`config.mk`:
```
export PLATFORM = sky130hd
export DESIGN_NAME = issue_split
export DESIGN_NICKNAME = d
export VERILOG_FILES = /design/src/source/issue_pkg.sv /design/src/source/issue_split.sv
export SDC_FILE = /design/constraint.sdc
export NUM_CORES = 1
export LEC_CHECK = 0
export ABC_AREA = 1
export BUFFER_PORTS_ARGS = -buffer_cell sky130_fd_sc_hd__buf_2
export CAP_MARGIN = 20
export CELL_PAD_IN_SITES_DETAIL_PLACEMENT = 1
export CELL_PAD_IN_SITES_GLOBAL_PLACEMENT = 1
export CORE_AREA = 2 2 159 161
export CTS_BUF_LIST = sky130_fd_sc_hd__clkbuf_4
export CTS_CLUSTER_DIAMETER = 80
export DETAILED_ROUTE_END_ITERATION = 7
export DIE_AREA = 0 0 161 163
export PLACE_DENSITY = 0.55
export SYNTH_ARGS = -nofsm -noshare
export SYNTH_HDL_FRONTEND = slang
export SYNTH_SLANG_ARGS = --single-unit
```
`constraint.sdc`:
```
create_clock -name clk -period 3.35 [get_ports clk]
set_clock_uncertainty 0.15 [all_clocks]
set_input_delay 1.005 -clock clk [delete_from_list [all_inputs] [get_ports clk]]
set_output_delay 1.005 -clock clk [all_outputs]
set_load 0.1 [all_outputs]
```
`src/source/issue_pkg.sv`:
```
`default_nettype none

package issue_pkg;

    // widths
    localparam int xlen       = 32;
    localparam int reg_addr_w = 5;
    localparam int uop_w      = 3;

    // micro-op codes seen by the alu lanes
    localparam logic [uop_w-1:0] uop_nop = 3'd0;
    localparam logic [uop_w-1:0] uop_add = 3'd1;
    localparam logic [uop_w-1:0] uop_sub = 3'd2;
    localparam logic [uop_w-1:0] uop_and = 3'd3;
    localparam logic [uop_w-1:0] uop_or  = 3'd4;
    localparam logic [uop_w-1:0] uop_xor = 3'd5;

    // three-register format, opcode in bits 31:15
    localparam logic [16:0] op_add_w = 17'h00020;
    localparam logic [16:0] op_sub_w = 17'h00022;
    localparam logic [16:0] op_and   = 17'h00029;
    localparam logic [16:0] op_or    = 17'h0002a;
    localparam logic [16:0] op_xor   = 17'h0002b;

    // register plus 12-bit immediate, opcode in bits 31:22
    localparam logic [9:0] op_addi_w = 10'h00a;

    // addi.w r0, r0, 0
    localparam logic [xlen-1:0] inst_nop = 32'h0280_0000;

    // one instruction word, two decode views
    typedef union packed {
        struct packed {
            logic [16:0]           opcode;
            logic [reg_addr_w-1:0] rk;
            logic [reg_addr_w-1:0] rj;
            logic [reg_addr_w-1:0] rd;
        } r3;
        struct packed {
            logic [9:0]            opcode;
            logic [11:0]           imm12;
            logic [reg_addr_w-1:0] rj;
            logic [reg_addr_w-1:0] rd;
        } ri12;
    } instr_word_u;

endpackage

`default_nettype wire

```
`src/source/issue_split.sv`:
```
`timescale 1ns/1ps
`default_nettype none

module issue_split import issue_pkg::*; (
    input  wire logic                  clk,
    input  wire logic                  rst,
    input  wire logic                  flush,
    input  wire logic                  in_valid,
    input  wire logic                  busy,
    input  wire logic                  is_alu0,
    input  wire logic                  is_alu1,
    input  wire logic [uop_w-1:0]      uop0,
    input  wire logic [uop_w-1:0]      uop1,
    input  wire logic [reg_addr_w-1:0] rd0,
    input  wire logic [reg_addr_w-1:0] rd1,
    input  wire logic [reg_addr_w-1:0] rj0,
    input  wire logic [reg_addr_w-1:0] rj1,
    input  wire logic [reg_addr_w-1:0] rk0,
    input  wire logic [reg_addr_w-1:0] rk1,
    input  wire logic [xlen-1:0]       imm0,
    input  wire logic [xlen-1:0]       imm1,
    input  wire logic                  use_imm0,
    input  wire logic                  use_imm1,
    input  wire logic [xlen-1:0]       rdata0,
    input  wire logic [xlen-1:0]       rdata1,
    input  wire logic [xlen-1:0]       rdata2,
    input  wire logic [xlen-1:0]       rdata3,
    output logic                       in_ready,
    output logic                       dual_issue,
    output logic [reg_addr_w-1:0]      ra0,
    output logic [reg_addr_w-1:0]      ra1,
    output logic [reg_addr_w-1:0]      ra2,
    output logic [reg_addr_w-1:0]      ra3,
    output logic                       issue0,
    output logic                       issue1,
    output logic [uop_w-1:0]           uop_l0,
    output logic [uop_w-1:0]           uop_l1,
    output logic [reg_addr_w-1:0]      rd_l0,
    output logic [reg_addr_w-1:0]      rd_l1,
    output logic [xlen-1:0]            opa_l0,
    output logic [xlen-1:0]            opb_l0,
    output logic [xlen-1:0]            opa_l1,
    output logic [xlen-1:0]            opb_l1
);

    instr_word_u     nop_w;
    logic            pair_dual;
    logic            second_half;
    logic            sel_imm_l0;
    logic            sel_imm_l1;
    logic [xlen-1:0] imm_l0;
    logic [xlen-1:0] imm_l1;

    assign nop_w = inst_nop;

    // both alu and no cross dependency, or a zero destination
    assign pair_dual = is_alu0 && is_alu1 &&
                       ((rd0 != rj1 && rd0 != rk1 && rd1 != rj0 && rd1 != rk0) ||
                        rd0 == '0 || rd1 == '0);

    assign issue0     = in_valid && !busy;
    assign dual_issue = in_valid && !busy && !second_half && pair_dual;
    assign issue1     = dual_issue;
    // idle input counts as ready
    assign in_ready   = !busy && (!in_valid || second_half || pair_dual);

    // set while inst1 still waits for its own cycle
    always_ff @(posedge clk) begin
        if (rst || flush) begin
            second_half <= 1'b0;
        end else if (in_valid && !busy) begin
            second_half <= !second_half && !pair_dual;
        end
    end

    always_comb begin
        ra0        = rj0;
        ra1        = rk0;
        uop_l0     = uop0;
        rd_l0      = rd0;
        sel_imm_l0 = use_imm0;
        imm_l0     = imm0;
        ra2        = rj1;
        ra3        = rk1;
        uop_l1     = uop1;
        rd_l1      = rd1;
        sel_imm_l1 = use_imm1;
        imm_l1     = imm1;
        // second cycle of a split pair, inst1 moves to lane 0
        if (second_half) begin
            ra0        = rj1;
            ra1        = rk1;
            uop_l0     = uop1;
            rd_l0      = rd1;
            sel_imm_l0 = use_imm1;
            imm_l0     = imm1;
        end
        // lane 1 idle, fill with the nop word
        if (second_half || !pair_dual) begin
            ra2        = nop_w.ri12.rj;
            ra3        = nop_w.ri12.rj;
            uop_l1     = uop_nop;
            rd_l1      = nop_w.ri12.rd;
            sel_imm_l1 = 1'b1;
            imm_l1     = {{(xlen-12){nop_w.ri12.imm12[11]}}, nop_w.ri12.imm12};
        end
    end

    assign opa_l0 = rdata0;
    assign opb_l0 = sel_imm_l0 ? imm_l0 : rdata1;
    assign opa_l1 = rdata2;
    assign opb_l1 = sel_imm_l1 ? imm_l1 : rdata3;

    // a held pair must stay valid until its second half issues
    a_second_half_once: assert property (@(posedge clk) disable iff (rst || flush)
        second_half && !busy |=> !second_half);

endmodule

`default_nettype wire

```
; ---- After elaboration in Yosys (flattened, before gate mapping)
; Index checks and enable logic that the tools add are counted.
[word_totals]
regBits = 1
out_inout_bits = 168
elab_cells = 41
[classes]
n_eq_ne = 4
n_mux = 14
reduce_logical = 22
[ops]
columns = cell, count
row1 = two-way mux 32 bit, 4
row2 = two-way mux 5 bit, 6
row3 = != test 5 bit, 4
row4 = logical AND 1 bit, 10
row5 = zero test 5 bit, 2
row6 = logical OR 1 bit, 6
row7 = two-way mux 3 bit, 2
row8 = zero test 1 bit, 4
row9 = two-way mux 1 bit, 2

; ---- Logic depth before layout (Yosys ltp)
; Gate-level depths: netlist of run 1.
[depth]
ltp_word = 11
mapped_depth = 12
mapped_depth_nobuf = 12

; ---- Worst setup path before layout of run 1
; No wires, ideal clock.
[synth_timing]
path_kind = input port to output port
from = in rd1[3]
to = out issue1
arrival_time_ps = 4296
t_required_ps = 2195
slack_ps = -2101
cell_stages = 12
path_buffers = 1
cell_sequence = inv_1 -> nand2_1 -> nand2_1 -> inv_1 -> nand3_1 -> nor2_1 -> nor2_1 -> nand2_1 -> nand2_2 -> nand3_4 -> nor3_1 -> buf_4
[synth_via]
elab_chain_len = 7
[synth_rtl]
columns = element, line_no
row1 = start: declaration, issue_split.sv:15  ; input wire logic [reg_addr_w-1:0] rd1,
row2 = != test 5 bit, issue_split.sv:58  ; ((rd0 != rj1 && rd0 != rk1 && rd1 != rj0 && rd1 != rk0) ||
row3 = logical AND 1 bit (2 in a row), issue_split.sv:58
row4 = logical OR 1 bit, issue_split.sv:58
row5 = logical OR 1 bit (*), issue_split.sv:59  ; rd0 == '0 || rd1 == '0);
row6 = logical AND 1 bit (*), issue_split.sv:57  ; assign pair_dual = is_alu0 && is_alu1 &&
row7 = logical AND 1 bit (*), issue_split.sv:62  ; assign dual_issue = in_valid && !busy && !second_half && pair_dual;
row8 = end: declaration, issue_split.sv:35  ; output logic issue1,
; Mark *: on every way between the ends. The rest lies on a longest branch, timed or not.

; ---- Final worst setup path of run 1
; Ends and elaborated chain as after synthesis.

==> metrics.cfg, run 1 <==
[sta]
tns_ns = -8.461
timing.final.crit_period_ns = 3.606
period_share_pct = 107.6
setup_violations = 53
rsz0062_at_grt = yes
hold_violations = 0
layout_setup_ws_ns = -0.2558
maxSlewViolCount = 0
timing.hold.ws_ns = 0.7172
max-slew-margin-rel_pct = 66.36
tightest_slew_ns = 0.5080
max_freq_mhz = 277.3

[grt]
grt_pass1_wl_um = 23600
antenna_found_initial = 0
grt_usage_pct = 11.34
overflow = 0
grt_pass1_vias = 4175
grt_max_degree = 48

[finish]
layout-drive-gt1-share_pct = 68.19
insertedDiodeCount = 0
largest_register_ffs = 1
reg.largest.list = second_half (1)
final_nets = 937
final_cells = 1028
largest_register = second_half
area_growth_pct = 182.3
stdcell_area_mm2 = 0.006775

[die]
coreArea_mm2 = 0.02467
ios = 405
rows = 58
die_y_um = 163
die_area_mm2 = 0.02624
die_w_um = 161
start_util_pct = 9.726

[placed_design]
place.port_buffers = 276
hpwlAfterDp_um = 13670
postPlaceCellArea_mm2 = 0.006441
place_congestion = 0.8150
dp.cells = 1018

[logic_synthesis]
yosysWarnings = 0
synth_edf_count = 0
synth-compound-area-share_pct = 12.98
syn_avg_cell_area_um2 = 5.369
synth_cell_types = 23
synth_top_cells_by_count = nand2_1 (123), nor2_1 (81), buf_4 (65)
synthesis.area_mm2 = 0.002400
muxShareOfSynthArea_pct = 13.35
synth-seq-cells = 1
synth_fa_ha_area_share_pct = 0
synth.most_common_cell = nand2_1
synth_top_cell_by_area = buf_4
syn-instance-count = 447
async_flop_share_pct = 0
synth_top_family_by_area = simple AND/OR/NAND/NOR gates
synth_top_area_share_pct = 20.33
synth_ff_type = dfxtp_1
syn-num-nets = 684
yosysSeqAreaShare_pct = 0.8342
yosys.area_share.xor_xnor_pct = 2.920
yosys.area_share.simple_pct = 38.01
yosys-top-cells-area = buf_4 (20%), nand2_1 (19%), mux2i_1 (13%)

[critical_path]
crit_type = in -> out
path_cells = buf_8 > inv_6 > nand2_2 > nand2_1 > inv_1 > nand3_2 > nor2_2 > nor2_1 > nand2_1 > nand2_2 > nand3_4 > buf_12 > buf_6 > nor3_4 > buf_6 > buf_12
critPathMaxFanout = 5
slowest_delay_ns = 0.17
cp-start-kind = input port
worst_path_max_delay_cell = buf_12
critPathTopFamily = buffers and inverters
endpoint_kind = primary output
cp.arrival_ns = 2.45
path_buf_inv = 7
cp.required_ns = 2.19

[power_and_ir_drop]
comb_power_share_pct = 99.2
p_clk_share_pct = 0
power_mw = 1.701
p_seq_share_pct = 0.8
internal-power_mw = 0.6290
switching_share_pct = 63.03
switching_power_mw = 1.072
pwr_density_cell_mw_per_mm2 = 251.1
p_leak_nw = 3.044
ir_drop_mv = 0.1149

[clock_network]
clk_pin_slew_ns = 0
clkLatencyLatePin_ns = 0
holdBufCountCts = 0

[route]
drc_errors = 0
vias = 3878
antenna_left = 0
finalWirelength_um = 15970
routedWlPerCell_um = 15.53
drtIter0Drc = 97
vias_per_cell = 3.772
drt_pass1_iterations = 4

[run_status]
status = finished with violations
failed_checks = negative setup slack

[worst_hold_path]
min_path_type = reg -> reg

[flow_run]
max_cap_viol_count = 0

## per-stage QoR
stage	setup slack [ns]	utilization [%]
6_report	-0.2558	27.46
5_1_grt	-0.3735	27.46
4_1_cts	-0.2620	26.93
3_5_place_dp	-0.3287	26.11
3_3_place_gp	-0.3324	26.11
2_1_floorplan	-0.5537	-
## worst paths after layout
| path | start | end | slack [ns] | depth (start not counted) |
|---|---|---|---|---|
| hold reg to reg | second_half$_SDFFE_PP0P_ | second_half$_SDFFE_PP0P_ | 0.72 | 3 |
| setup / recovery | rd1[3] | issue1 | -0.26 | 16 |
| setup reg to reg | second_half$_SDFFE_PP0P_ | second_half$_SDFFE_PP0P_ | 2.14 | 3 |
| hold / removal | second_half$_SDFFE_PP0P_ | second_half$_SDFFE_PP0P_ | 0.72 | 3 |
## logic make-up after synthesis
logic type,Yosys count
mux,32
xor+xnor,8
flops,1
buf+inv,126
compound gates,54
simple gates,226
## repair_timing
item | 4_1_cts | 5_1_grt
setup endpoints to repair | 53 | 56
setup buffers | 5 | 3
pin swaps | 12 | 9
cloned | 1 | 1
resized for setup | 44 | 28
## layout make-up
class / count / area, um^2
Multi-Input combinational cell: 320 / 2589
Timing Repair Buffer: 342 / 3583
Tap cell: 330 / 412.9
Fill cell: 2888 / 17900
Sequential cell: 1 / 21.27
Inverter: 35 / 168.9
## power by group through the flow
stage               Clock (mW)  Combinational, mW  Sequential [mW]
floorplan                    0               1.38           0.0129
global placement             0               1.64           0.0133
detailed placement           0               1.65           0.0134
CTS                          0               1.69           0.0134
global route                 0               1.76           0.0134
finish                       0               1.69           0.0133
## per-layer routing
metal / track usage (%) / part of all wire (%) / up-vias
li1: - / - / 1871
met1: 12.77 / 37 / 1779
met2: 21.42 / 52 / 202
met3: 2.801 / 8.2 / 26
met4: 2.597 / 2.5 / 0
met5: 0 / 0 / -
## cell usage in the layout, fill, tap and decap left out
master and n:
dfxtp_2 1, inv_12 1, a31oi_4 32, o21ai_1 2, buf_8 2, nand2_4 3, a21oi_1 1, inv_1 19
o21ai_0 1, buf_12 105, nand3_2 1, inv_6 1, inv_2 7, buf_16 2, nand2_2 3, nand3_4 1
clkinv_4 1, clkbuf_16 1, o21ai_2 16, buf_6 14, mux2i_1 32, nor2_2 6, xnor2_2 2, nand4_1 3
buf_4 49, nor3_4 1, o22ai_2 1, nand2_1 118, xnor2_1 6, nand3_1 4, buf_2 169, a21oi_4 1
nor2_4 50, nor2_1 36, inv_4 6
## worst register-to-register path, stage by stage, from the launching register on
cell and delay (ns):
dfxtp_2 0.35, buf_4 0.36, o21ai_0 0.15, a21oi_1 0.12
Power figures use the tool's default switching activity.
==> inputs of run 2 (changes only) <==
- CORE_AREA: 2 2 159 161 -> 2 2 155 157
- DIE_AREA: 0 0 161 163 -> 0 0 157 159
- PLACE_DENSITY: 0.55 -> 0.6
- clock period: 3.35 -> 3.2 ns (I/O delays scaled with it)
==> run 2 against run 1 <==
  * The flow still finishes with violations (negative setup slack)
  * Via count rose by 1.4%
  * Global-route usage increased by 0.95 points
  * Hold slack got worse by 0.0052 ns
  * Die area shrank 4.9%
  * Power is 7.8% higher
  * Critical endpoint is now opb_l1[19]
  * Largest cell class unchanged
  * Highest routed layer unchanged
==> metrics.cfg, run 2 (synthesized netlist as in run 1, its figures left out) <==
[power_and_ir_drop]
p_leak_nw = 3.166
pwr_density_cell_mw_per_mm2 = 261.4
ir_drop_mv = 0.09617

[critical_path]
endpoint_kind = primary output
slowest_delay_ns = 0.19
path_buf_inv = 6
rr_endpoint = second_half$_SDFFE_PP0P_
regToRegStartpoint = second_half$_SDFFE_PP0P_
cp-start-kind = input port
cp.required_ns = 2.09
r2r_slack_ns = 1.90
worst_path_max_delay_cell = buf_6
crit_top_cell = nand2_2
cp.arrival_ns = 2.45
path_cells = buf_6 > inv_2 > nand2_2 > nand2_2 > inv_2 > nand3_2 > nor2_2 > nor2_1 > nand2_1 > nand2_2 > nand3_4 > buf_6 > buf_12 > nor2_4 > buf_12
crit_type = in -> out
critPathTopFamily = simple AND/OR/NAND/NOR gates
critPathMaxFanout = 6
reg2reg_depth = 3

[finish]
reg.largest.list = second_half (1)
final_nets = 955
utilization_pct = 30.24
n_fill_cell = 2714
mostFrequentLayoutCell = buf_2
stdcell_area_mm2 = 0.007014
largest_register_ffs = 1
largest_register = second_half
area_growth_pct = 192.3
mostFrequentLayoutCells = buf_2 (165), nand2_1 (115), buf_12 (113), buf_4 (59), nor2_4 (50)
insertedDiodeCount = 0
layout-drive-gt1-share_pct = 68.72

[route]
drc_errors = 0
vias_per_cell = 3.801
vias = 3934
drt_pass1_iterations = 4
routedWlPerCell_um = 15.74
finalWirelength_um = 16290
drtIter0Drc = 95
antenna_left = 0

[grt]
grt_pass1_wl_um = 24280
grt_usage_pct = 12.29
met2_usage_pct = 24.94
use_met1_pct = 12.75
antenna_found_initial = 0
busiest_layer = met2
overflow = 0
grt_max_degree = 38
grt_pass1_vias = 4321
use_met3_pct = 2.450

[sta]
maxSlewViolCount = 0
hold_violations = 0
max_freq_mhz = 281.1
max-slew-margin-rel_pct = 67.34
timing.final.crit_period_ns = 3.558
tightest_slew_ns = 0.4899
setup_violations = 53
rsz0062_at_grt = yes
period_share_pct = 111.2
layout_setup_ws_ns = -0.3579
timing.hold.ws_ns = 0.7120

[die]
rows = 56
start_util_pct = 10.35
die_area_mm2 = 0.02496
die_y_um = 159
ios = 405
die_w_um = 157
coreArea_mm2 = 0.02319

[placed_design]
place.port_buffers = 276
place_congestion = 0.7817
postPlaceCellArea_mm2 = 0.006573
hpwlAfterDp_um = 13880
dp_slack_ns = -0.4269

[run_status]
status = finished with violations
failed_checks = negative setup slack

[worst_hold_path]
hold_end = second_half$_SDFFE_PP0P_
min_path_type = reg -> reg
holdCritStartpoint = second_half$_SDFFE_PP0P_
hold_depth = 4

[clock_network]
clk_pin_slew_ns = 0
holdBufCountCts = 0
clkLatencyLatePin_ns = 0

[flow_run]
max_cap_viol_count = 0

-- run 2: changes by cell type in the layout (fill, tap and decap cells not counted), sizes merged --
cell  previous run  this run
buf            341       359
-- run 2: through the flow --
stage,total power [mW],TNS [ns],instances
after floorplan,1.458,-10.91,447
after global placement,1.754,-18.05,1019
after detailed placement,1.767,-19.43,1019
after CTS,1.824,-19.06,1029
after global routing,1.907,-24.78,1035
final,1.834,-16.79,1035
-- run 2: power breakdown --
part,total (mW),leakage [nW],internal [mW],switching [mW]
sequential,0.0139,0.00860,0.0133,0.000620
combinational,1.82,3.16,0.689,1.13
clock,0,0,0,0
total,1.83,3.17,0.702,1.13
-- run 2: worst max-delay path by stage --
stage	from	end	slack [ns]	cells past startpoint
3_5_place_dp	rd1[3]	opb_l1[19]	-0.43	15
4_1_cts	rd1[3]	opb_l1[15]	-0.41	15
3_3_place_gp	rd1[3]	opb_l1[15]	-0.39	15
5_1_grt	rd1[1]	opb_l1[19]	-0.51	14
6_report	rk0[4]	opb_l1[19]	-0.36	15
2_1_floorplan	rk1[4]	issue1	-0.61	12
-- run 2: layer usage --
layer,share of wire (%),up-vias
met2,55,177
met1,35,1817
met4,1.9,0
li1,-,1910
met3,7.5,30
met5,0,-
-- run 2: worst reg2reg max path, cell delays in order (launching register included) --
cell and delay [ns]:
dfxtp_2 0.35, buf_4 0.42, o21ai_0 0.18, a21oi_1 0.13
-- run 2: repair_timing --
item                       in CTS  in global routing
setup buffers                   8                  5
pin swaps                      13                 29
cloned                          2                  1
resized for setup              36                 44
setup endpoints to repair      54                 60
-- run 2: area by class of cell --
type / instances / area [um^2] / area share, %
Timing Repair Buffer: 360 / 3862 / 55.07
Multi-Input combinational cell: 320 / 2567 / 36.60
Sequential cell: 1 / 21.27 / 0.3032
Tap cell: 319 / 399.1 / 5.690
Inverter: 35 / 163.9 / 2.337
==> inputs of run 3 (changes only) <==
- ABC_AREA: 1 -> default
- CORE_AREA: 2 2 155 157 -> 2 2 158 160
- DIE_AREA: 0 0 157 159 -> 0 0 160 162
- PLACE_DENSITY: 0.6 -> 0.56
==> run 3 against run 2 <==
  * The flow still finishes with violations (negative setup slack)
  * Final area down 2.6%
  * First-iteration DRC count down 34%
  * Combinational power is essentially flat
  * Final cell count shrank 10%
  * Critical path depth shrank 7
  * Die area is 3.8% higher
  * Sequential share of layout area barely moved
  * Largest cell class unchanged
  * Hold slack improved by 0.071 ns
  * Synthesized area is 19% higher
  * Critical endpoint is now opb_l1[10]
  * Largest power group unchanged
==> metrics.cfg, run 3 <==
[run_status]
status = finished with violations
failed_checks = negative setup slack

[logic_synthesis]
synthesis.area_mm2 = 0.002863
yosys-top-cells-area = mux2i_1 (22%), a211oi_2 (22%), buf_4 (17%)
synth_cell_types = 28
synth_top_area_share_pct = 22.38
synth_edf_count = 0
syn_avg_cell_area_um2 = 7.974
synth_top_cell_by_area = mux2i_1
syn-instance-count = 359
yosysSeqAreaShare_pct = 0.6993
yosysWarnings = 0
synth_ff_type = dfxtp_1
synth-seq-cells = 1
syn-num-nets = 596
async_flop_share_pct = 0
synth_top_cells_by_count = buf_4 (65), mux2i_1 (64), a211oi_2 (50)
synth.most_common_cell = buf_4

[critical_path]
endpoint_kind = primary output
crit_type = in -> out
cp.required_ns = 2.09
critPathMaxFanout = 10
cp.arrival_ns = 2.38
cp-start-kind = input port
reg2reg_depth = 4

[placed_design]
hpwlAfterDp_um = 13690
dp.cells = 927
place.port_buffers = 276
place_congestion = 0.7950

[sta]
timing.hold.ws_ns = 0.7832
tightest_slew_ns = 0.5014
hold_violations = 0
rsz0062_at_grt = yes
layout_setup_ws_ns = -0.2942
period_share_pct = 109.2
maxSlewViolCount = 0
timing.final.crit_period_ns = 3.494
setup_violations = 53
max-slew-margin-rel_pct = 66.81
max_freq_mhz = 286.2

[route]
vias = 3558
vias_per_cell = 3.818
drt_pass1_iterations = 4
drc_errors = 0
drtIter0Drc = 63
routedWlPerCell_um = 16.78
finalWirelength_um = 15640
antenna_left = 0

[finish]
largest_register_ffs = 1
final_nets = 846
mostFrequentLayoutCell = buf_2
reg.largest.list = second_half (1)
largest_register = second_half
area_growth_pct = 138.7
mostFrequentLayoutCells = buf_2 (178), buf_12 (101), mux2i_1 (64), a211oi_4 (50), buf_4 (50)
layout-drive-gt1-share_pct = 75.12
final_cells = 932

[die]
start_util_pct = 11.88
die_y_um = 162
ios = 405
coreArea_mm2 = 0.02411
rows = 57
die_w_um = 160
die_area_mm2 = 0.02592

[grt]
grt_pass1_vias = 3955
grt_usage_pct = 11.32
grt_max_degree = 32
overflow = 0
grt_pass1_wl_um = 23210
antenna_found_initial = 0

[flow_run]
max_cap_viol_count = 0

[power_and_ir_drop]
p_leak_nw = 2.790
pwr_density_cell_mw_per_mm2 = 270.6
ir_drop_mv = 0.1030

[clock_network]
clkLatencyLatePin_ns = 0
holdBufCountCts = 0
clk_pin_slew_ns = 0

[worst_hold_path]
hold_depth = 3
min_path_type = reg -> reg

==> run 3: cell types whose count changed in the layout (fill, tap and decap cells not counted), moves of 12 or more <==
cell	before	now
nor2_1	39	1
nand2_1	115	31
mux2i_1	32	64
o21ai_2	16	4
a211oi_4	0	50
buf_2	165	178
a31oi_4	32	0
nor2_4	50	0
o21ai_4	0	23
mux2_2	0	18
buf_12	113	101
==> run 3: path summary, 6_finish.rpt <==
kind                             from                        to  slack [ns]
max                            rd0[2]                opb_l1[10]       -0.29
min          second_half$_SDFFE_PP0P_  second_half$_SDFFE_PP0P_        0.78
max reg2reg  second_half$_SDFFE_PP0P_  second_half$_SDFFE_PP0P_        1.86
min reg2reg  second_half$_SDFFE_PP0P_  second_half$_SDFFE_PP0P_        0.78
==> run 3: per-layer routing <==
metal	track usage (%)	wire length, um	vias to the layer above
met5	0	0	-
met4	2.703	490	0
met3	3.141	1410	52
met2	22.12	8263	194
met1	11.97	5473	1649
li1	-	-	1663
==> run 3: per-stage QoR <==
stage / setup TNS [ns] / total power, mW / area (um^2) / setup WS, ns / util, %
2_1_floorplan: -32.51 / 1.529 / 3597 / -0.8101 / -
3_3_place_gp: -20.10 / 1.824 / 6636 / -0.4431 / 27.53
3_5_place_dp: -19.47 / 1.837 / 6636 / -0.4262 / 27.53
4_1_cts: -17.18 / 1.847 / 6688 / -0.3475 / 27.74
5_1_grt: -19.34 / 1.919 / 6830 / -0.4013 / 28.33
6_report: -14.08 / 1.849 / 6833 / -0.2942 / 28.35
==> run 3: area by class of cell <==
| class | count | area (um^2) |
|---|---|---|
| inverters | 19 | 71.32 |
| diodes | 1 | 2.502 |
| multi-input cells | 242 | 2836 |
| well taps | 324 | 405.4 |
| flip-flops and latches | 1 | 23.77 |
| repair buffers | 345 | 3493 |
| fillers | 2789 | 17270 |
==> run 3: where the power goes <==
part | total, mW | leakage (nW) | internal [mW] | switching (mW)
clock network | 0.0000000418 | 0.00000634 | 0.0000000418 | 0
logic | 1.83 | 2.78 | 0.674 | 1.16
registers | 0.0171 | 0.00889 | 0.0128 | 0.00429
==> run 3: critical path: stages <==
cell,delay [ns]
buf_2,0.14
xnor2_1,0.15
nand3_1,0.15
nand4_4,0.15
buf_12,0.19
buf_12,0.15
a211oi_4,0.27
buf_12,0.21
==> run 3: cells by family (layout without fill, tap and decap cells) <==
| logic type | Yosys count | count (layout) | share of synthesized area, % |
|---|---|---|---|
| buffers and inverters | 116 | 364 | 25.79 |
| AOI/OAI and AO/OA | 87 | 87 | 28.93 |
| muxes | 83 | 83 | 29.94 |
| and+or+nand+nor | 52 | 52 | 8.523 |
| xor gates and xnor gates | 20 | 20 | 6.119 |
| DFF | 1 | 1 | 0.6993 |
| other | 0 | 1 | 0 |
==> run 3: repair_timing <==
item | CTS | global route
pin swaps | 5 | 1
endpoints found under the hold margin | 0 | 0
buffers inserted | 0 | 3
gates cloned | 0 | 1
setup endpoints to repair | 58 | 61
gates resized for setup | 15 | 20
